===== src/logic/regwin_pkg.sv =====
// shared sizes and types for a four window register file; NUM_GROUPS must stay 2*NUM_WINDOWS+1
`default_nettype none

package regwin_pkg;

	// register width and window geometry
	localparam int DATA_W         = 32;
	localparam int NUM_WINDOWS    = 4;
	localparam int REGS_PER_GROUP = 8;

	// globals plus outs and locals of every window
	localparam int NUM_GROUPS     = 2 * NUM_WINDOWS + 1;

	localparam int CWP_W          = $clog2(NUM_WINDOWS);
	localparam int GROUP_W        = $clog2(NUM_GROUPS);
	localparam int SLOT_W         = $clog2(REGS_PER_GROUP);

	// window command, sampled every cycle
	typedef enum logic [1:0] {
		win_none    = 2'd0,
		win_save    = 2'd1,
		win_restore = 2'd2
	} win_op_e;

	typedef logic [DATA_W-1:0] data_t;
	typedef logic [CWP_W-1:0]  cwp_t;

	// write request broadcast to every group
	typedef struct packed {
		logic [NUM_GROUPS-1:0] grp_en;
		logic [SLOT_W-1:0]     slot;
		data_t                 data;
	} wr_req_t;

	// read selection toward the output mux
	typedef struct packed {
		logic [GROUP_W-1:0] grp;
		logic [SLOT_W-1:0]  slot;
		// set for r0
		logic               zero;
		logic               strobe;
	} rd_sel_t;

	// contents of one group, slot 0 at the low end
	typedef data_t [REGS_PER_GROUP-1:0] group_data_t;

endpackage

`default_nettype wire


===== src/logic/reg_group.sv =====
// eight registers of one group; clr and reset both zero every slot at the clock edge
`default_nettype none

module reg_group (
	input  wire                              clk,
	input  wire                              rst_n,
	input  wire                              clr,
	input  wire  [regwin_pkg::GROUP_W-1:0]   index,
	input  regwin_pkg::wr_req_t              wr_req,
	output regwin_pkg::group_data_t          regs
);

	import regwin_pkg::*;

	// this group's bit of the one-hot enable
	logic wr_en;

	assign wr_en = wr_req.grp_en[index];

	always_ff @(posedge clk) begin
		if (!rst_n || clr) begin
			regs <= '0;
		end else if (wr_en) begin
			regs[wr_req.slot] <= wr_req.data;
		end
	end

endmodule

`default_nettype wire


===== config.mk =====
export PLATFORM = sky130hd
export DESIGN_NAME = reg_group
export DESIGN_NICKNAME = d
export VERILOG_FILES = /design/src/logic/regwin_pkg.sv /design/src/logic/reg_group.sv
export SDC_FILE = /design/constraint.sdc
export NUM_CORES = 1
export LEC_CHECK = 0
export ABC_CLOCK_PERIOD_IN_PS = 4520
export BUFFER_PORTS_ARGS = -buffer_cell sky130_fd_sc_hd__buf_2
export CORE_ASPECT_RATIO = 1.2
export CORE_UTILIZATION = 35
export CTS_BUF_LIST = sky130_fd_sc_hd__clkbuf_16
export CTS_CLUSTER_SIZE = 12
export DETAILED_ROUTE_END_ITERATION = 6
export GPL_TIMING_DRIVEN = 0
export HOLD_SLACK_MARGIN = 0.1
export PLACE_DENSITY_LB_ADDON = 0.3
export SYNTH_ARGS = -nofsm -noshare
export SYNTH_HDL_FRONTEND = slang
export SYNTH_SLANG_ARGS = --single-unit

===== constraint.sdc =====
create_clock -name clk -period 4.52 [get_ports clk]
set_input_delay 0.226 -clock clk [delete_from_list [all_inputs] [get_ports clk]]
set_output_delay 0.226 -clock clk [all_outputs]
set_load 0.05 [all_outputs]

Yosys cells after proc, flatten, opt, wreduce, memory -nomap -nowiden
Index checks and enable logic that the tools add are counted.
Word-level totals
  input bits: 51
  word-level logic and storage cells: 19
  latch bits: 0
  memories: 0
  output and inout port bits: 256
  bits in read-only memories: 0
  register bits: 256
  memory bits (writable): 0
Cells by class
  bitwise operators: 0
  shift-type cells: 0
  add/sub/neg operators: 0
  divide/modulo/power cells: 0
  muxes and demuxes: 5
  multiply operators: 0
  equal/unequal tests: 0
  magnitude comparators: 3
  reduce and logical (&&, ||, !) cells: 3
Operator list (count)
  bitwise mux 256 bit: 1
  demux 32 bit (select 3 bit): 1
  2-to-1 mux 32 bit: 1
  < comparator 4 x 5 -> 1 bit (second input constant): 1
  binary-select mux 1 bit (select 4 bit): 1
  < comparator 3 x 4 -> 1 bit (second input constant): 1
  greater-or-equal comparator 3 x 1 -> 1 bit (second input constant): 1
  logical AND 1 bit: 1
  zero test 1 bit: 1
  logical OR 1 bit: 1
  2-to-1 mux 1 bit: 1

Depth between registers and ports, before layout
  word-level depth: 5
  depth in mapped cells: 7
  mapped depth without buffers: 4

Least setup slack after synthesis
Ideal clock, no wire load.
  path kind: in2reg
  start point: input port index[0] (netlist bit)
  end point: register regs[0] (netlist bit)
  stages on the path: 6
  setup time: 117 ps
  data arrival time: 1545 ps
  path slack: 2858 ps
  buffers on the path: 2
  data required time: 4403 ps
  path through: mux2_2 > o22ai_2 > o21ai_2 > buf_4 > buf_4 > a32o_1
On the way
  word-level cells in the longest chain between the ends: 2
RTL lines
  start: declaration: line reg_group.sv:8  | input wire [regwin_pkg::GROUP_W-1:0] index,
  binary-select mux 1 bit (select 4 bit): line reg_group.sv:18  | assign wr_en = wr_req.grp_en[index];
  2-to-1 mux 1 bit (not written as such): line reg_group.sv:18
  end signal: indexed assignment: line reg_group.sv:24  | regs[wr_req.slot] <= wr_req.data;
  end: declaration: line reg_group.sv:10  | output regwin_pkg::group_data_t regs
Every way passes these cells. The select of a mux whose other input is x is not followed.
A chain may end at the register's enable or synchronous reset.

Worst setup path after layout
  start point: input port index[2] (netlist bit)
  end point: register regs[139] (netlist bit)
The elaborated chain is that of the path after synthesis.

==> flow_summary.json <==
{
  "ys_dominant_reg_cell": "sky130_fd_sc_hd__dfxtp_1",
  "worst_hold_check_path_type": "in2reg",
  "worst-r2r-cell-count": 1,
  "worst_setup_hold_path_clk_slew_ns": 0.06,
  "post_synthesis_register_bit_count": 256,
  "tritoncts_num_sinks": 256,
  "crit_path_max_fanout": 10,
  "largest_reg_flops": 256,
  "p_int_mw": 3.57,
  "sequentialPowerShare_pct": 47.8,
  "globalRoute.totalOverflow": 0,
  "power.total_mw": 4.77,
  "yosysUniqueCellTypes": 26,
  "outcome": "complete, no violations",
  "final.hold.worst_slack_ns": 0.183,
  "hold_viol": 0,
  "fin_crit_sh_pct": 35.8,
  "tightestPinTransition_ns": 0.844,
  "dr.first_iter.drc_count": 486,
  "cpMostUsedCell": "sky130_fd_sc_hd__clkbuf_1",
  "tns_ns": 0,
  "cts_root_buffer": "sky130_fd_sc_hd__clkbuf_16",
  "io_buffer_count": 306,
  "detailedRoute.firstPassIterationCount": 5,
  "synthesis.yosys.warnings": 0,
  "report.final.slew_viol_count": 0,
  "cts_max_level": 1,
  "drt-vias-per-instance": 5.79,
  "hpwl_after_detailed_placement_um": 25800,
  "die_h_um": 178,
  "fin_cells": 1395,
  "vias": 8084,
  "arrival_ns": 2.04,
  "fp.coreArea_um2": 25400,
  "p_leak_nw": 5.14,
  "combPwrFrac_pct": 9.2,
  "post_synth_inst_count": 716,
  "die_width_um": 149,
  "register_bank_with_the_most_flops": "regs",
  "cp_data_required_time_ns": 4.94,
  "cts_post_setup_buffers_inserted": 0,
  "global_placer_s_final_weighted_congestion": 0.817,
  "synthesis.area_per_instance_um2": 12.6,
  "place.detailed.instances": 1352,
  "power.share.switching_pct": 25.1,
  "cts-buffers-inserted": 27,
  "postRouteWirelength_um": 34100,
  "crit_family": "buffers and inverters",
  "detail-route-antenna-nets": 0,
  "io_pins": 307,
  "power_dens_cells_nw_per_um2": 405,
  "drc": 0,
  "syn_area_um2": 9020,
  "yosysSeqAreaShare_pct": 56.8,
  "tritoncts": "built",
  "max_clock_freq_mhz": 618,
  "postCtsResizedCells": 0,
  "startpoint_type_of_the_worst_setup_path": "input pin",
  "crit_path_max_incr_delay_ns": 0.36,
  "layout-drive-gt1-share_pct": 36.5,
  "net_count_synth": 767,
  "grt_antenna_before_repair": 9,
  "grt_start_max_net_pins": 14,
  "power.share.clock_pct": 43.0,
  "cp_num_buf_inv": 3,
  "cts.hold.buffers_added": 0,
  "period_minus_slack_ns": 1.62,
  "setup_violations": 0,
  "critical-path-slowest-cell": "sky130_fd_sc_hd__clkbuf_1",
  "worst_hold_path.num_cells": 3,
  "power.ir.vdd_worst_mv": 0.252,
  "post_drt_wl_per_cell_um": 24.4,
  "final_net_count": 1102,
  "netSwitchingPower_mw": 1.20,
  "asyncSetResetFlopFracSynth_pct": 0,
  "globalRouteTotalUtil_pct": 25.2,
  "wire_length_of_the_first_global_routing_pass_um": 49300,
  "floorplan.die_area_um2": 26400,
  "levels_on_crit_path": 7,
  "max_cap_violations": 0,
  "largestRegisters": "regs x256",
  "clk-insertion-delay-late_ns": 0.53,
  "clock_skew_ns": 0,
  "crit_path_end_kind": "flop",
  "grt_setup_unrepaired": "no",
  "first_global_vias": 7809,
  "rows": 64,
  "worstPathCellList": "buf_2, nor4bb_1, clkbuf_1, a41oi_1, o21a_1, clkbuf_1, a32o_1",
  "max-clock-path-buffers": 3,
  "synth_enable_flop_cells": 0,
  "initial_core_util_pct": 35.6,
  "worstSetupPathType": "in2reg",
  "timing.max_slew.rel_slack_pct": 43.7,
  "flow.area_growth_from_synthesis_pct": 30.4
}
[tightest hold or removal path, delay by kind of cell]
kind / cells / cell delay, ns
buffers and inverters: 1 / 0.09
and+or+nand+nor: 1 / 0.19
AOI/OAI and AO/OA: 1 / 0.17
[metrics by stage]
stage / area (µm²) / utilization, % / setup WS [ns]
3_3_place_gp: 11000 / 43.2 / 2.40
3_5_place_dp: 11000 / 43.2 / 2.38
5_1_grt: 11800 / 46.4 / 2.76
4_1_cts: 11800 / 46.4 / 2.93
6_report: 11800 / 46.4 / 2.90
2_1_floorplan: 9020 / - / 2.86
[power groups by stage]
stage          clock network, mW  registers [mW]  logic (mW)
6_report                    2.05            2.28       0.439
5_1_grt                     2.18            2.28       0.467
4_1_cts                     2.08            2.28       0.437
3_5_place_dp                   0            2.33       0.436
3_3_place_gp                   0            2.33       0.434
2_1_floorplan                  0            2.38       0.223
[final timing paths]
kind	startpoint	slack, ns	to
worst min-delay path	wr_req[31]	0.18	regs[191]
worst max register to register	regs[77]	3.85	regs[77]
worst min register to register	regs[155]	0.46	regs[155]
worst max-delay path	index[2]	2.90	regs[139]
[routing by layer]
metal | vias to the layer above | track usage, % | part of all wire [%]
met5 | - | 0 | 0.26
met4 | 16 | 7.47 | 2.6
met3 | 71 | 5.73 | 7.6
met2 | 323 | 42.9 | 49
met1 | 4059 | 31.4 | 41
li1 | 3615 | - | -
[kinds of logic (layout without fill, tap and decap cells)]
logic type      count (synthesis)  in the layout  synth area share [%]
mux                             4              4                 0.471
other cells                     0              1                     0
flops                         256            256                  56.8
buf+inv                        92            440                  6.04
compound gates                279            279                  31.0
simple gates                   85             85                  5.68
[final cells by class]
class | instances | area, µm²
fill | 2449 | 13600
sequential | 256 | 5120
inverter | 2 | 7.51
clock buffer | 27 | 676
multi-input combinational | 368 | 3350
timing repair buffer | 306 | 1530
clock inverter | 15 | 121
antenna | 1 | 2.50
buffer | 90 | 538
tap | 330 | 413
[layout by cell type (no fill, tap or decap), drive strengths merged]
cell    count
nor3        1
and2       65
nor2b       3
o21ai       1
mux2i       2
a32o      256
nand2       6
nor4bb      1
clkinv      7
a41oi       8
nand2b      2
diode       1
o221ai      4
o22ai       1
bufinv      2
o31a        4
inv         8
a221o       1
dfxtp     256
mux2        2
nor2        4
buf       347
clkbuf     76
o21a        4
nor3b       3
[cell usage after synthesis (all sizes together), types with 2 or more instances]
master	number	area, µm²
dfxtp	256	5120
nand2	6	22.5
nor2b	3	18.8
mux2i	2	20.0
o221ai	4	35.0
clkbuf	49	184
a41oi	8	70.1
o21a	4	30.0
nor3b	3	22.5
nand2b	2	12.5
mux2	2	22.5
a32o	256	2560
o31a	4	70.1
nor2	4	15.0
buf	41	354
and2	65	407
Note: power is estimated with default switching activity, not from simulation.
