==> config.mk <==
export PLATFORM = sky130hd
export DESIGN_NAME = window_ctrl
export DESIGN_NICKNAME = d
export VERILOG_FILES = /design/src/logic/regwin_pkg.sv /design/src/logic/window_ctrl.sv
export SDC_FILE = /design/constraint.sdc
export NUM_CORES = 1
export LEC_CHECK = 0
export BUFFER_PORTS_ARGS = -buffer_cell sky130_fd_sc_hd__buf_2
export CAP_MARGIN = 10
export CORE_AREA = 2 2 39 41
export CTS_BUF_LIST = sky130_fd_sc_hd__clkbuf_2
export CTS_CLUSTER_DIAMETER = 100
export DETAILED_ROUTE_END_ITERATION = 12
export DIE_AREA = 0 0 41 43
export SLEW_MARGIN = 20
export SYNTH_ARGS = -nofsm -noshare
export SYNTH_HDL_FRONTEND = slang
export SYNTH_SLANG_ARGS = --single-unit
==> constraint.sdc <==
create_clock -name clk -period 1.35 [get_ports clk]
set_input_delay 0.0675 -clock clk [delete_from_list [all_inputs] [get_ports clk]]
set_output_delay 0.0675 -clock clk [all_outputs]
set_load 0.03 [all_outputs]
==> src/logic/regwin_pkg.sv <==
// shared sizes and types for a four window register file; NUM_GROUPS must stay 2*NUM_WINDOWS+1
`default_nettype none

package regwin_pkg;

	// register width and window geometry
	localparam int DATA_W         = 32;
	localparam int NUM_WINDOWS    = 4;
	localparam int REGS_PER_GROUP = 8;

	// globals plus outs and locals of every window
	localparam int NUM_GROUPS     = 2 * NUM_WINDOWS + 1;

	localparam int CWP_W          = $clog2(NUM_WINDOWS);
	localparam int GROUP_W        = $clog2(NUM_GROUPS);
	localparam int SLOT_W         = $clog2(REGS_PER_GROUP);

	// window command, sampled every cycle
	typedef enum logic [1:0] {
		win_none    = 2'd0,
		win_save    = 2'd1,
		win_restore = 2'd2
	} win_op_e;

	typedef logic [DATA_W-1:0] data_t;
	typedef logic [CWP_W-1:0]  cwp_t;

	// write request broadcast to every group
	typedef struct packed {
		logic [NUM_GROUPS-1:0] grp_en;
		logic [SLOT_W-1:0]     slot;
		data_t                 data;
	} wr_req_t;

	// read selection toward the output mux
	typedef struct packed {
		logic [GROUP_W-1:0] grp;
		logic [SLOT_W-1:0]  slot;
		// set for r0
		logic               zero;
		logic               strobe;
	} rd_sel_t;

	// contents of one group, slot 0 at the low end
	typedef data_t [REGS_PER_GROUP-1:0] group_data_t;

endpackage

`default_nettype wire

==> src/logic/window_ctrl.sv <==
// save at full depth or restore at zero depth is refused and flagged; no spill or fill
`default_nettype none

module window_ctrl (
	input  wire                    clk,
	input  wire                    rst_n,
	input  regwin_pkg::win_op_e    win_cmd,
	output regwin_pkg::cwp_t       cwp,
	output logic                   overflow,
	output logic                   underflow
);

	import regwin_pkg::*;

	// number of nested saves currently live
	logic [CWP_W:0] depth;

	always_ff @(posedge clk) begin
		if (!rst_n) begin
			cwp       <= '0;
			depth     <= '0;
			overflow  <= 1'b0;
			underflow <= 1'b0;
		end else begin
			overflow  <= 1'b0;
			underflow <= 1'b0;
			case (win_cmd)
				win_save: begin
					if (depth == (CWP_W + 1)'(NUM_WINDOWS - 1)) begin
						overflow <= 1'b1;
					end else begin
						// save moves to the next lower window
						cwp   <= cwp - 1'b1;
						depth <= depth + 1'b1;
					end
				end
				win_restore: begin
					if (depth == '0) begin
						underflow <= 1'b1;
					end else begin
						cwp   <= cwp + 1'b1;
						depth <= depth - 1'b1;
					end
				end
				default: begin
					// no window change
				end
			endcase
		end
	end

	// depth counter must stay inside the window ring
	a_depth_bound: assert property (
		@(posedge clk) disable iff (!rst_n)
		depth <= (CWP_W + 1)'(NUM_WINDOWS - 1)
	) else $error("window depth %0d exceeds ring", depth);

endmodule

`default_nettype wire

# [Yosys cells after proc, flatten, opt, wreduce, memory -nomap -nowiden]
# Cells that the tools add are included.
[totals] register_bits=7 latch_bits=0 ram_bits=0 mem_bits_ro=0 in_bits=4 out_inout_bits=4 wordCells=26 n_memories=0
[op_classes] n_addsub=4 multipliers=0 div_mod_pow=0 n_lt_le_gt_ge=0 n_eq_ne=5 shift=0 mux=8 n_bitwise=0 n_reduce_logical=5
[ops] operator="two-way mux 3 bit" count=2
[ops] operator="one-hot mux 3 bit (2 select lines)" count=1
[ops] operator="two-way mux 2 bit" count=2
[ops] operator="inequality test 2 bit (second input constant)" count=2
[ops] operator="one-hot mux 2 bit (2 select lines)" count=1
[ops] operator="AND reduction 2 bit" count=2
[ops] operator="adder 3 x 1 -> 3 bit (second input constant)" count=1
[ops] operator="== test 3 x 2 -> 1 bit (second input constant)" count=1
[ops] operator="logical NOT 3 bit" count=1
[ops] operator="AND reduction 3 bit" count=1
[ops] operator="subtractor 3 x 1 -> 3 bit (second input constant)" count=1
[ops] operator="adder 2 x 1 -> 2 bit (second input constant)" count=1
[ops] operator="== test 2 x 1 -> 1 bit (second input constant)" count=1
[ops] operator="== test 2 bit (second input constant)" count=1
[ops] operator="two-way mux 1 bit" count=2
[ops] operator="nonzero test 2 bit" count=1
[ops] operator="subtractor 2 x 1 -> 2 bit (second input constant)" count=1

# [Logic depth before layout (Yosys ltp)]
[depth] depth_word=3 mapped_depth=7 depth_no_buf=7

# [Worst setup path before layout]
# Ideal clock, no wire load.
[synth_timing] kind="reg-to-reg" from="register depth[1]" to="register depth[2]" setup_time_ps=72 arrival_ps=1239 required_ps=1278 slack_ps=40 stages_incl_launch_ff=8 n_path_buf=1 path_cell_list="dfxtp_1 -> buf_2 -> xnor2_1 -> ha_1 -> nor2_1 -> mux2_2 -> nand2_1 -> mux2i_1"
[synth_between] elab_chain_cells=3 word_cells_on_any_way=10 cone_classes="add/sub: 2; eq/ne: 3; mux: 3; reduce/logical: 2"
[synth_rtl] element="start: declaration" line_no="window_ctrl.sv:16" source="logic [CWP_W:0] depth;"
[synth_rtl] element="start signal: assignment" line_no="window_ctrl.sv:34" source="depth <= depth + 1'b1;"
[synth_rtl] element="start signal: assignment" line_no="window_ctrl.sv:42" source="depth <= depth - 1'b1;"
[synth_rtl] element="start signal: assignment" line_no="window_ctrl.sv:55" source="depth <= (CWP_W + 1)'(NUM_WINDOWS - 1)"
[synth_rtl] element="subtractor 3 x 1 -> 3 bit (tied with other cells)" line_no="window_ctrl.sv:42"
[synth_rtl] element="two-way mux 3 bit (tied with other cells)" line_no="window_ctrl.sv:38" source="if (depth == '0) begin"
[synth_rtl] element="one-hot mux 3 bit (2 select lines) or AND reduction 3 bit (tied branches)"
# Several ways; a longest one is shown, not always the timed one. The select of a mux whose other input is x is not followed.
# A chain may end at the register's enable or synchronous reset.

# [Final worst setup path]
# Ends and elaborated chain as after synthesis.

==> reports/metrics.yaml <==
drt:
  drcViolationCount: 0
  ant_nets: 0
  wirelength_um: 710
  wl_met1_um: 338
  via_count: 281
  wl_met2_um: 337
  wire_per_inst_um: 10.92
  drt_pass1_iterations: 3
  vias_per_cell: 4.323
  route.met3.wl_um: 9
  top_layer_used: "met4"
  drt_iter0_markers: 3
sta:
  fin_crit_ns: 1.295
  worst_slack_ns: 0.05511
  tightest_slew_ns: 0.3337
  grt_setup_unrepaired: "true"
  drv_slew: 0
  tns_ns: 0
  finalSetupViolations: 0
  max_clock_freq_mhz: 772.3
  max_slew_margin_pct: 77.57
  hold_viol_final: 0
  skew_ns: 0.001039
  finalCritPeriodShare_pct: 95.92
global_route:
  grtUsageTotal_pct: 9.859
  overflow: 0
  grt_start_max_net_pins: 8
  grt_pass1_vias: 274
  grt_pass1_wl_um: 1110
  antenna_found_initial: 0
clocking:
  cts_buffers: 3
  cts_sinks: 7
  cts_root_buf: "clkbuf_2"
  clock_latency_ns: 0.24
  cts.clk_slew.worst_paths_ns: 0.08
  clk_path_buf_depth: 2
  cts-htree-levels: 1
  holdBufCountCts: 0
  tritoncts: "done"
final_layout:
  seq_area_sq_um: 143.9
  multi_input_area_sq_um: 225.2
  fin_area_sq_um: 474.2
  num-nets-final: 55
  final_layout_size_suffix_gt1_share_pct: 46.94
  diodes: 0
  final_common_cell: "buf_2"
  nFillCells: 157
  post-route-util_pct: 34.27
  areaGrowthSynthToFinish_pct: 32.52
  final_cell_mix: "buf_2 (7), dfxtp_1 (6), clkbuf_2 (4), buf_4 (4)"
floorplan:
  start_util_pct: 25.86
  ios: 8
  die_area_sq_um: 1763
  rows: 14
  core_region_area_sq_um: 1384
  die-height_um: 43
  fp.dieW_um: 41
worst_setup_path:
  cp_max_fo: 5
  setup.worst_path.end_class: "register"
  cp_data_arrival_time_ns: 1.47
  cp-startpoint: "depth[1]$_SDFFE_PN0P_"
  required_ns: 1.52
  crit_path_start_kind: "register"
  r2r-start: "depth[1]$_SDFFE_PN0P_"
  critical_path_class: "register to register"
hold_path:
  hp-start: "rst_n"
  hold_path.class: "input pin to register"
synthesis:
  netlist_instances: 35
  synth_nets: 40
  synth_warnings: 0
  synth-seq-cells: 7
  ys_types: 17
  syn_avg_cell_area_sq_um: 10.22
  netlist_area_sq_um: 357.8
  synth.yosys.seq_area_share_pct: 39.16
placement:
  dpl.hpwl_um: 485.7
  placedInstanceArea_sq_um: 437.9
  port_buffers: 7
  preCtsSetupSlack_ns: 0.004267
  gp_congestion: 0.6266
job:
  maxCapViolCount: 0
pwr:
  powerDensity_nw_per_um2: 1443
  vdd_drop_max_mv: 0.4004
  p_leak_nw: 0.2262
outcome:
  outcome: "completed"
==> synthesized netlist by cell type <==
cell type	instances	area share [%]
nand4b_1	1	2.4
and2_1	2	3.5
nor2b_1	1	1.7
mux2_2	1	3.1
nor4_1	1	1.7
xor2_1	3	7.3
nor3_4	1	4.5
buf_2	1	1.4
xnor2_1	2	4.9
nand2_1	4	4.2
and4b_2	1	3.1
nor4_2	1	3.5
nor2_1	2	2.1
dfxtp_1	7	39
mux2i_1	3	8.4
nand2b_1	3	5.2
ha_1	1	3.5
==> where the power goes <==
part / switching, mW / internal (mW) / total (mW)
Sequential: 0.0345 / 0.244 / 0.278
Clock: 0.0868 / 0.0787 / 0.166
Combinational: 0.122 / 0.119 / 0.240
==> cell families (layout without fill, tap and decap cells) <==
family        after synthesis  in the layout  share of synthesized area [%]
xor+xnor                    5              5                          12.24
flops                       7              7                          39.16
simple gates               17             17                          32.17
fa+ha+maj                   1              1                          3.496
mux                         4              4                          11.54
buf+inv                     1             15                          1.397
==> worst max-delay path, cell delays in order (launching register included) <==
cell and delay (ns):
dfxtp_4 0.38, xnor2_2 0.11, ha_2 0.19, nor2_1 0.04, mux2_2 0.26, nand2_2 0.07, mux2i_1 0.17
==> stage by stage <==
| step | hold WS, ns | total power [mW] | cells |
|---|---|---|---|
| detailed placement | 0.3710 | 0.5095 | 61 |
| global placement | 0.3716 | 0.5070 | 61 |
| global route | 0.1258 | 0.7198 | 65 |
| CTS | 0.1239 | 0.6771 | 65 |
| floorplan | 0.1892 | 0.4415 | 35 |
| finish | 0.1238 | 0.6842 | 65 |
==> what timing repair did <==
action / 4_1_cts / 5_1_grt
endpoints found under the setup margin: 1 / 1
setup buffers: 0 / 0
pin swaps: 0 / 1
resized for setup: 1 / 4
==> flip-flops by register name (all words and copies together) (netlist names) <==
signal and cells:
cwp 2, depth 3, overflow 1, underflow 1
==> final timing paths <==
check,endpoint,slack [ns],cells after the start
worst max register to register,depth[2]$_SDFFE_PN0P_,0.06,6
worst min-delay path,depth[1]$_SDFFE_PN0P_,0.12,2
worst max-delay path,depth[2]$_SDFFE_PN0P_,0.06,6
worst min register to register,cwp[1]$_SDFFE_PN0P_,0.48,2
==> cell type report <==
| class | instances | area share [%] |
|---|---|---|
| Clock buffer | 4 | 4.222 |
| Timing Repair Buffer | 11 | 13.72 |
| Multi-Input combinational cell | 27 | 47.49 |
| Sequential cell | 7 | 30.34 |
| Tap cell | 16 | 4.222 |
==> routing by layer <==
layer / vias to the layer above / global-route usage, %
li1: 149 / -
met1: 125 / 11.65
met2: 5 / 13.75
met3: 2 / 1.571
met4: 0 / 10.00
met5: - / 0
Note: power is estimated with default switching activity, not from simulation.
