$ cat src/logic/regwin_pkg.sv
// shared sizes and types for a four window register file; NUM_GROUPS must stay 2*NUM_WINDOWS+1
`default_nettype none

package regwin_pkg;

	// register width and window geometry
	localparam int DATA_W         = 32;
	localparam int NUM_WINDOWS    = 4;
	localparam int REGS_PER_GROUP = 8;

	// globals plus outs and locals of every window
	localparam int NUM_GROUPS     = 2 * NUM_WINDOWS + 1;

	localparam int CWP_W          = $clog2(NUM_WINDOWS);
	localparam int GROUP_W        = $clog2(NUM_GROUPS);
	localparam int SLOT_W         = $clog2(REGS_PER_GROUP);

	// window command, sampled every cycle
	typedef enum logic [1:0] {
		win_none    = 2'd0,
		win_save    = 2'd1,
		win_restore = 2'd2
	} win_op_e;

	typedef logic [DATA_W-1:0] data_t;
	typedef logic [CWP_W-1:0]  cwp_t;

	// write request broadcast to every group
	typedef struct packed {
		logic [NUM_GROUPS-1:0] grp_en;
		logic [SLOT_W-1:0]     slot;
		data_t                 data;
	} wr_req_t;

	// read selection toward the output mux
	typedef struct packed {
		logic [GROUP_W-1:0] grp;
		logic [SLOT_W-1:0]  slot;
		// set for r0
		logic               zero;
		logic               strobe;
	} rd_sel_t;

	// contents of one group, slot 0 at the low end
	typedef data_t [REGS_PER_GROUP-1:0] group_data_t;

endpackage

`default_nettype wire

$ cat src/logic/window_decoder.sv
// purely combinational; the caller's cwp is used as is, so a same-cycle save sees the old window
`default_nettype none

module window_decoder (
	input  regwin_pkg::cwp_t      cwp,
	input  wire                   enable,
	input  wire                   rw,
	input  wire  [4:0]            r_num,
	input  regwin_pkg::data_t     wr_data,
	output regwin_pkg::wr_req_t   wr_req,
	output regwin_pkg::rd_sel_t   rd_sel
);

	import regwin_pkg::*;

	// windowed group before the global offset
	logic [GROUP_W:0]   win_sum;
	logic [GROUP_W-1:0] phys_grp;
	logic               is_r0;

	always_comb begin
		// outs at 2*cwp, locals at 2*cwp+1, ins at 2*cwp+2
		win_sum = (GROUP_W + 1)'(cwp) * 2 + (GROUP_W + 1)'(r_num[4:3]) - 1'b1;
		if (r_num[4:3] == 2'b00) begin
			phys_grp = '0;
		end else begin
			// ins of the last window wrap onto the outs of window 0
			phys_grp = GROUP_W'(win_sum % (NUM_GROUPS - 1)) + 1'b1;
		end
		is_r0 = (r_num == 5'd0);
	end

	always_comb begin
		wr_req.grp_en = '0;
		// r0 is never written
		if (enable && rw && !is_r0) begin
			wr_req.grp_en = NUM_GROUPS'(1) << phys_grp;
		end
		wr_req.slot = r_num[SLOT_W-1:0];
		wr_req.data = wr_data;
	end

	always_comb begin
		rd_sel.grp    = phys_grp;
		rd_sel.slot   = r_num[SLOT_W-1:0];
		rd_sel.zero   = is_r0;
		rd_sel.strobe = enable && !rw;
	end

	// at most one physical group may take a write
	always_comb begin
		a_onehot_en: assert #0 ($onehot0(wr_req.grp_en))
			else $error("more than one group enabled: %b", wr_req.grp_en);
	end

endmodule

`default_nettype wire

$ cat config.mk
export PLATFORM = sky130hd
export DESIGN_NAME = window_decoder
export DESIGN_NICKNAME = d
export VERILOG_FILES = /design/src/logic/regwin_pkg.sv /design/src/logic/window_decoder.sv
export SDC_FILE = /design/constraint.sdc
export NUM_CORES = 1
export LEC_CHECK = 0
export ABC_AREA = 1
export BUFFER_PORTS_ARGS = -buffer_cell sky130_fd_sc_hd__buf_4
export CELL_PAD_IN_SITES_DETAIL_PLACEMENT = 2
export CELL_PAD_IN_SITES_GLOBAL_PLACEMENT = 2
export CORE_UTILIZATION = 12
export DETAILED_ROUTE_END_ITERATION = 8
export PLACE_DENSITY = 0.87
export SLEW_MARGIN = 10
export SYNTH_ARGS = -nofsm -noshare
export SYNTH_HDL_FRONTEND = slang
export SYNTH_SLANG_ARGS = --single-unit
$ cat constraint.sdc
create_clock -name vclk -period 1.4
set_input_delay 0 -clock vclk [all_inputs]
set_output_delay 0 -clock vclk [all_outputs]
set_load 0.005 [all_outputs]
== Yosys cells after proc, flatten, opt, wreduce, memory -nomap -nowiden ==
Index checks and enable logic that the tools add are counted.
Widths: inputs -> output; s select.
Word-level totals
  register bits: 0
  input port bits: 41
  output and inout port bits: 53
  word-level logic and storage cells: 13
Cells by class
  add/sub/neg operators: 3
  shift operators: 1
  muxes and demuxes: 2
  reduce and logical (&&, ||, !) cells: 7
Operators by type and width (number)
  $mux 9: 1
  $shl 1x4->9 const A: 1
  $logic_not 5->1: 1
  $add 3x1->4 const B: 1
  $mux 4: 1
  $add 3x2->3: 1
  $logic_and 1x1->1: 3
  $sub 3x1->3 const B: 1
  $logic_not 1->1: 2
  $logic_not 2->1: 1

== Longest topological paths before layout ==
Gate-level depths: netlist of run 1.
  depth in word-level cells: 6
  gate-level depth with buffers: 11
  mapped depth without buffers: 11

== Least setup slack after synthesis of run 1 ==
OpenSTA, ideal clock, no wires.
  path kind: in2out
  from: input port r_num[4]
  to: output port wr_req[41] in the netlist's numbering
  arrival time: 1.172 ns
  data required time: 1.400 ns
  slack: 0.228 ns
  cell stages on the path: 10
  path buffers: 0
  path through: inv_1 -> ha_1 -> inv_1 -> ha_1 -> inv_1 -> o21ai_2 -> nand2_2 -> nor2_2 -> inv_1 -> nor2_2
RTL lines
  from (decl): line window_decoder.sv:8  | input wire [4:0] r_num,
  to (decl): line window_decoder.sv:10  | output regwin_pkg::wr_req_t wr_req,

==> metrics, run 1 <==
Final Max Tran Viols 0; most common cell after layout, fill and taps aside buf_4; first-pass GRT wire length 2370 um; Die X 75.0 um; residual DRC count 0; Vias 523; Synth Cell Area 639 sq um; Die ar. 5620 sq um; FF+latch count 0; Setup Crit Path Kind in -> out; Worst Path Max Fanout 5; commonest non-fill, non-tap cells in the layout 34 x buf_4, 17 x inv_1, 13 x nand2_1, 6 x nor2_2; DRT Pass-1 Iters 2; core region area 5110 sq um; total power 0.241 mW; Worst VDD drop 0.0000469 V; setup slack after layout 89.9 ps; number of global-route vias before repair 534; final setup vio count 0; FF/Latch Area 0 sq um; hpwl dp 1310 um; Critical Path End Type output pin; Rel. slew slack 0.839; CP arrival 1310 ps; min cycle time layout 1310 ps; initial antenna violation count 0; DIE HEIGHT 75.0 um; final core utilization 0.148; Cell Pwr Density 318 nW/um^2; status finished, final reports clean; Clock power frac 0; fillers 614; maxcap violations 0; post-route design area 758 sq um; Via density 3.08; synthesis-to-finish area growth 18.6%; overall fraction of global-route tracks in use 0.0539; routed wire length 1720 um; Mean Syn Cell Area 6.09 sq um; cts hold-fix bufs 0; Flop pwr share 0; Leakage 0.409 nW; row count 26; final net count 146; CP required 1400 ps; I/O pin count 94; sequential-to-total area share from yosys stat 0; syn nets 149; CP Launch Type input port; synth warn 0; combinational share of power 1.000; area post-placement 686 sq um; Worst Tran Pin Value 239 ps; Tcrit/Tclk final 0.936; Gate Count Post-Synth 105; antenna fix cells 0; Power Internal 0.114 mW; 1st-iter DRT viols 4; Starting Density 0.125; largest net degree at the start of global routing 7; multi-input combinational cell area 320 sq um; Final Hold Fails 0; Placer Congestion 0.724; DRT antenna net count 0; Overflow after GRT 0; switching power 0.127 mW; Hold WC Path Type in -> out; worst slack, placed -63.6 ps; Distinct cells, synth 15; Fmax achieved 763 MHz; WL/cell 10.1 um; Switching Share 0.528; Port Buf Inserts 30; clock buf count 0; fraction of layout cells with a size suffix above 1 0.620; Min Hold Slack 0.00179 ps
Yosys cell counts:
master	number	area share
buf_4	39	0.46
nand2_1	13	0.076
nand2_4	1	0.018
nand3_2	3	0.047
clkbuf_1	1	0.0059
inv_2	3	0.018
inv_1	21	0.12
nor2_1	6	0.035
nand3_4	1	0.027
nand3_1	2	0.016
o21ai_2	1	0.014
nor2_2	6	0.059
ha_1	3	0.059
nor3_1	2	0.016
nand2_2	3	0.029
worst max-delay path, stage by stage:
cell and delay, ps:
buf_4 100, inv_4 40, ha_4 260, inv_4 40
ha_4 150, inv_1 60, nand3_2 110, nand2_1 90
nand2_2 100, nand3_4 110, nand2_1 80, inv_1 70
buf_4 110
power by group through the flow:
| stage | Combinational, mW | Clock (mW) | Sequential (mW) |
|---|---|---|---|
| 6_report | 0.241 | 0 | 0 |
| 3_5_place_dp | 0.203 | 0 | 0 |
| 2_1_floorplan | 0.187 | 0 | 0 |
| 4_1_cts | 0.228 | 0 | 0 |
| 5_1_grt | 0.267 | 0 | 0 |
| 3_3_place_gp | 0.194 | 0 | 0 |
cells by family (layout without fill, tap and decap cells):
group / Yosys count / in the layout / synth area share
compound gates: 1 / 1 / 0.0137
fa+ha+maj: 3 / 3 / 0.0587
buf+inv: 64 / 58 / 0.605
simple gates: 37 / 38 / 0.323
timing repair:
item                                    CTS  global route
buffers inserted                          0             0
resized for setup                         5             9
endpoints found under the setup margin    7             8
cloned                                    1             0
pin swaps                                 1             6
metrics by stage:
step | cells | TNS [ps]
floorplan | 105 | 0
global placement | 169 | -5.19
global route | 170 | -4.72
detailed placement | 169 | -144
finish | 170 | 0
CTS | 170 | -14.4
cell type report:
| cell class | count | area share |
|---|---|---|
| inverter | 24 | 0.125 |
| multi-input combinational | 42 | 0.422 |
| tap | 70 | 0.116 |
| timing repair buffer | 34 | 0.337 |
final timing paths:
kind / to / cells after the start / startpoint
max: wr_req[36] / 13 / r_num[4]
min: wr_req[9] / 0 / wr_data[9]
metal layers:
layer	part of all wire	up-vias	GRT usage
li1	-	254	-
met1	0.37	245	0.0520
met2	0.55	20	0.118
met3	0.070	4	0.00535
met4	0.0076	0	0.0126
met5	0	-	0
No activity file was read; power rests on OpenSTA's default activity.
==> run 2: changes to the inputs <==
--- a/config.mk
+++ b/config.mk
@@ -9,9 +9,9 @@
 export BUFFER_PORTS_ARGS = -buffer_cell sky130_fd_sc_hd__buf_4
 export CELL_PAD_IN_SITES_DETAIL_PLACEMENT = 2
 export CELL_PAD_IN_SITES_GLOBAL_PLACEMENT = 2
-export CORE_UTILIZATION = 12
+export CORE_UTILIZATION = 13
 export DETAILED_ROUTE_END_ITERATION = 8
-export PLACE_DENSITY = 0.87
+export PLACE_DENSITY = 0.93
 export SLEW_MARGIN = 10
 export SYNTH_ARGS = -nofsm -noshare
 export SYNTH_HDL_FRONTEND = slang
==> constraint.sdc (replaced) <==
create_clock -name vclk -period 1.56
set_input_delay 0 -clock vclk [all_inputs]
set_output_delay 0 -clock vclk [all_outputs]
set_load 0.005 [all_outputs]
==> run 2 against run 1 <==
Worst setup slack better by 69 ps. Worst hold slack about the same. Cell count down 4.1%. Sequential share of layout area unchanged. Clock-buffer cell count unchanged. Design area down 8.1%. Die area down 7.5%. Critical path depth down 1. Via count up 0.19%. Power down 22%. Non-clock buffer count down 4. Critical endpoint is now wr_req[41].
==> metrics, run 2 (synthesis results as in run 1) <==
row count 25 (was 26); 1st-iter DRT viols 1 (was 4); FF/Latch Area 0 sq um (unchanged); Worst Path Max Fanout 4 (was 5); Final Hold Fails 0 (unchanged); min cycle time layout 1400 ps; CP Launch Type input port (unchanged); first-pass GRT wire length 2060 um (was 2370 um); Port Buf Inserts 30 (unchanged); most common cell after layout, fill and taps aside buf_4 (unchanged); final core utilization 0.148 (about the same); final setup vio count 0 (unchanged); RSZ-0062 raised after global routing false; Min Hold Slack 0.00166 ps (was 0.00179 ps); Tcrit/Tclk final 0.898; DRT Pass-1 Iters 3 (was 2); DRT antenna net count 0 (unchanged); WL/cell 8.67 um (was 10.1 um); post-route design area 697 sq um (was 758 sq um); Via density 3.21 (was 3.08); commonest non-fill, non-tap cells in the layout 30 x buf_4, 19 x inv_1, 13 x nand2_1, 6 x nor2_2, 6 x nor2_1 (was 34 x buf_4, 17 x inv_1, 13 x nand2_1, 6 x nor2_2); overall fraction of global-route tracks in use 0.0474 (was 0.0539); area post-placement 652 sq um (was 686 sq um); post-cts sizing count 0 (was 5); clock buf count 0 (unchanged); Leakage 0.389 nW (was 0.409 nW); largest net degree at the start of global routing 10 (was 7); Worst Tran Pin Value 216 ps (was 239 ps); residual DRC count 0 (unchanged); status finished, final reports clean (unchanged); Critical Path End Type output pin (unchanged); antenna fix cells 0 (unchanged); hpwl dp 1210 um (was 1310 um); total power 0.188 mW (was 0.241 mW); setup TNS 0 ps (unchanged); CP arrival 1400 ps (was 1310 ps); Hold WC Path Type in -> out (unchanged); Final Max Tran Viols 0 (unchanged); non-filler cells, final 163 (was 170); Vias 524 (was 523); final net count 142 (was 146); Die ar. 5200 sq um (was 5620 sq um); FF+latch count 0 (unchanged); setup slack after layout 159 ps (was 89.9 ps); Setup Crit Path Kind in -> out (unchanged); number of global-route vias before repair 495 (was 534); multi-input combinational cell area 298 sq um (was 320 sq um); CP required 1560 ps (was 1400 ps); Overflow after GRT 0 (unchanged); Crit. Startpoint r_num[4] (unchanged); I/O pin count 94 (unchanged); Cell Pwr Density 270 nW/um^2 (was 318 nW/um^2); postcts setup bufs 0 (unchanged); fillers 564 (was 614); Starting Density 0.135 (was 0.125); Worst VDD drop 0.0000514 V (was 0.0000469 V); Rel. slew slack 0.855 (was 0.839); synthesis-to-finish area growth 9.00% (was 18.6%); Fmax achieved 714 MHz; DIE HEIGHT 72.1 um (was 75.0 um); cts hold-fix bufs 0 (unchanged); routed wire length 1410 um (was 1720 um); worst slack, placed 21.3 ps (was -63.6 ps); Hold Path Origin wr_data[9] (unchanged); Die X 72.1 um (was 75.0 um); Inst Count DP 162 (was 169); fraction of layout cells with a size suffix above 1 0.563 (was 0.620); Placer Congestion 0.677 (was 0.724); core region area 4720 sq um (was 5110 sq um); maxcap violations 0 (unchanged); initial antenna violation count 0 (unchanged)
-- run 2: worst paths after layout --
| kind | depth (start not counted) | to |
|---|---|---|
| worst min-delay path | 0 | wr_req[9] |
| worst max-delay path | 12 | wr_req[41] |
-- run 2: final cells by class --
class / count / share of cell area
Inverter: 24 / 0.129
Tap cell: 67 / 0.120
Timing Repair Buffer: 30 / 0.323
Multi-Input combinational cell: 42 / 0.427
-- run 2: power by group --
part	switching, mW	internal, mW	leakage, nW	total (mW)
Sequential	0	0	0	0
Combinational	0.100	0.0878	0.389	0.188
Clock	0	0	0	0
-- run 2: per-layer routing --
metal | share of wire | wire length (um) | global-route usage
met1 | 0.33 | 470 | 0.0434
met2 | 0.54 | 768 | 0.0997
met3 | 0.12 | 175 | 0.0167
met4 | 0 | 0 | 0.00654
met5 | 0 | 0 | 0
-- run 2: critical path: stages --
cell and delay [ps]:
buf_4 90, inv_2 50, ha_4 260, inv_2 40
ha_4 270, inv_1 50, o21ai_2 140, nand2_2 80
nor2_2 120, inv_1 60, nor2_2 110, buf_4 120
==> run 3: changes to the inputs <==
--- a/config.mk
+++ b/config.mk
@@ -9,8 +9,10 @@
 export BUFFER_PORTS_ARGS = -buffer_cell sky130_fd_sc_hd__buf_4
 export CELL_PAD_IN_SITES_DETAIL_PLACEMENT = 2
 export CELL_PAD_IN_SITES_GLOBAL_PLACEMENT = 2
+export CORE_MARGIN = 4
 export CORE_UTILIZATION = 13
 export DETAILED_ROUTE_END_ITERATION = 8
+export GPL_TIMING_DRIVEN = 0
 export PLACE_DENSITY = 0.93
 export SLEW_MARGIN = 10
 export SYNTH_ARGS = -nofsm -noshare
==> run 3 against run 2 <==
Combinational power grew 72%. Fmax decreased by 3.0%. Critical endpoint is now wr_req[38]. First-iteration DRC count increased to 8.0 times the previous value.
==> metrics, run 3 (synthesis results as in run 1) <==
Crit. Startpoint r_num[4] (unchanged); Setup Crit Path Kind in -> out (unchanged); Leakage 0.726 nW (was 0.389 nW); FF/Latch Area 0 sq um (unchanged); antenna fix cells 0 (unchanged); Inst Count DP 234 (was 162); CP arrival 1440 ps (was 1400 ps); Critical Path End Type output pin (unchanged); maxcap violations 0 (unchanged); Die ar. 6100 sq um (was 5200 sq um); Hold Path Origin wr_data[29] (was wr_data[9]); Final Max Tran Viols 0 (unchanged); largest net degree at the start of global routing 10 (unchanged); DRT antenna net count 0 (unchanged); area post-placement 1190 sq um (was 652 sq um); Worst Tran Pin Value 231 ps (was 216 ps); min cycle time layout 1440 ps (was 1400 ps); setup slack after layout 116 ps (was 159 ps); Fmax achieved 692 MHz (was 714 MHz); non-filler cells, final 234 (was 163); final core utilization 0.255 (was 0.148); Die X 78.1 um (was 72.1 um); Min Hold Slack 166 ps (was 0.00166 ps); post-route design area 1210 sq um (was 697 sq um); fraction of layout cells with a size suffix above 1 0.743 (was 0.563); Tcrit/Tclk final 0.926 (was 0.898); WL/cell 10.2 um (was 8.67 um); Final Hold Fails 0 (unchanged); final net count 213 (was 142); core region area 4750 sq um (was 4720 sq um); setup TNS 0 ps (unchanged); postcts setup bufs 0 (unchanged); Cell Pwr Density 267 nW/um^2 (was 270 nW/um^2); Overflow after GRT 0 (unchanged); I/O pin count 94 (unchanged); cts hold-fix bufs 0 (unchanged); family with the most delay on the worst path buffers and inverters (was adder cells); Worst Path Buf+Inv 6 (unchanged); initial antenna violation count 0 (unchanged); Port Buf Inserts 62 (was 30); Rel. slew slack 0.845 (was 0.855); CP max stage delay 230 ps (was 270 ps); CP cell instances buf_4, inv_2, ha_1, inv_1, ha_2, inv_1, nand3_2, nand2_1, nand2_2, nand3_4, nand2_1, inv_1, buf_4 (was buf_4, inv_2, ha_4, inv_2, ha_4, inv_1, o21ai_2, nand2_2, nor2_2, inv_1, nor2_2, buf_4); 1st-iter DRT viols 8 (was 1); post-cts sizing count 0 (unchanged); total power 0.323 mW (was 0.188 mW); status finished, final reports clean (unchanged); first-pass GRT wire length 3550 um (was 2060 um); RSZ-0062 raised after global routing true (was false); number of global-route vias before repair 855 (was 495); most common cell after layout, fill and taps aside buf_4 (unchanged); Via density 3.38 (was 3.21); Hold WC Path Type in -> out (unchanged); DRT Pass-1 Iters 2 (was 3); synthesis-to-finish area growth 89.4% (was 9.00%); DIE HEIGHT 78.1 um (was 72.1 um); residual DRC count 0 (unchanged); Vias 791 (was 524); hpwl dp 2210 um (was 1210 um); row count 25 (unchanged); overall fraction of global-route tracks in use 0.0670 (was 0.0474); Worst VDD drop 0.0000650 V (was 0.0000514 V); commonest non-fill, non-tap cells in the layout 101 x buf_4, 20 x inv_1, 13 x nand2_1, 7 x nor2_2, 5 x nor2_1 (was 30 x buf_4, 19 x inv_1, 13 x nand2_1, 6 x nor2_2, 6 x nor2_1); Worst Path Max Fanout 9 (was 4); CP most frequent cell inv_1; Placer Congestion 0.649 (was 0.677); Starting Density 0.134 (was 0.135); routed wire length 2380 um (was 1410 um); Max stage delay cell, worst path ha_1 (was ha_4); worst slack, placed 47.9 ps (was 21.3 ps); FF+latch count 0 (unchanged); CP Launch Type input port (unchanged); CP required 1560 ps (about the same); final setup vio count 0 (unchanged); clock buf count 0 (unchanged)
run 3: final timing paths:
| check | depth (start not counted) | slack (ps) | end |
|---|---|---|---|
| worst max-delay path | 13 | 120 | wr_req[38] |
| worst min-delay path | 2 | 170 | wr_req[29] |
run 3: area by class of cell:
type	count	area (sq um)
well taps	67	83.8
repair buffers	62	465
inverters	24	90.1
plain buffers	40	297
fillers	586	3540
multi-input cells	41	275
run 3: power by group:
| group | switching (mW) | internal, mW |
|---|---|---|
| logic | 0.130 | 0.193 |
| clock network | 0 | 0 |
| registers | 0 | 0 |
| total | 0.130 | 0.193 |
run 3: layer usage:
metal,up-vias,part of all wire,global-route usage
met5,-,0,0
met4,0,0.011,0
met3,2,0.11,0.0103
met2,50,0.60,0.158
met1,353,0.28,0.0589
li1,386,-,-
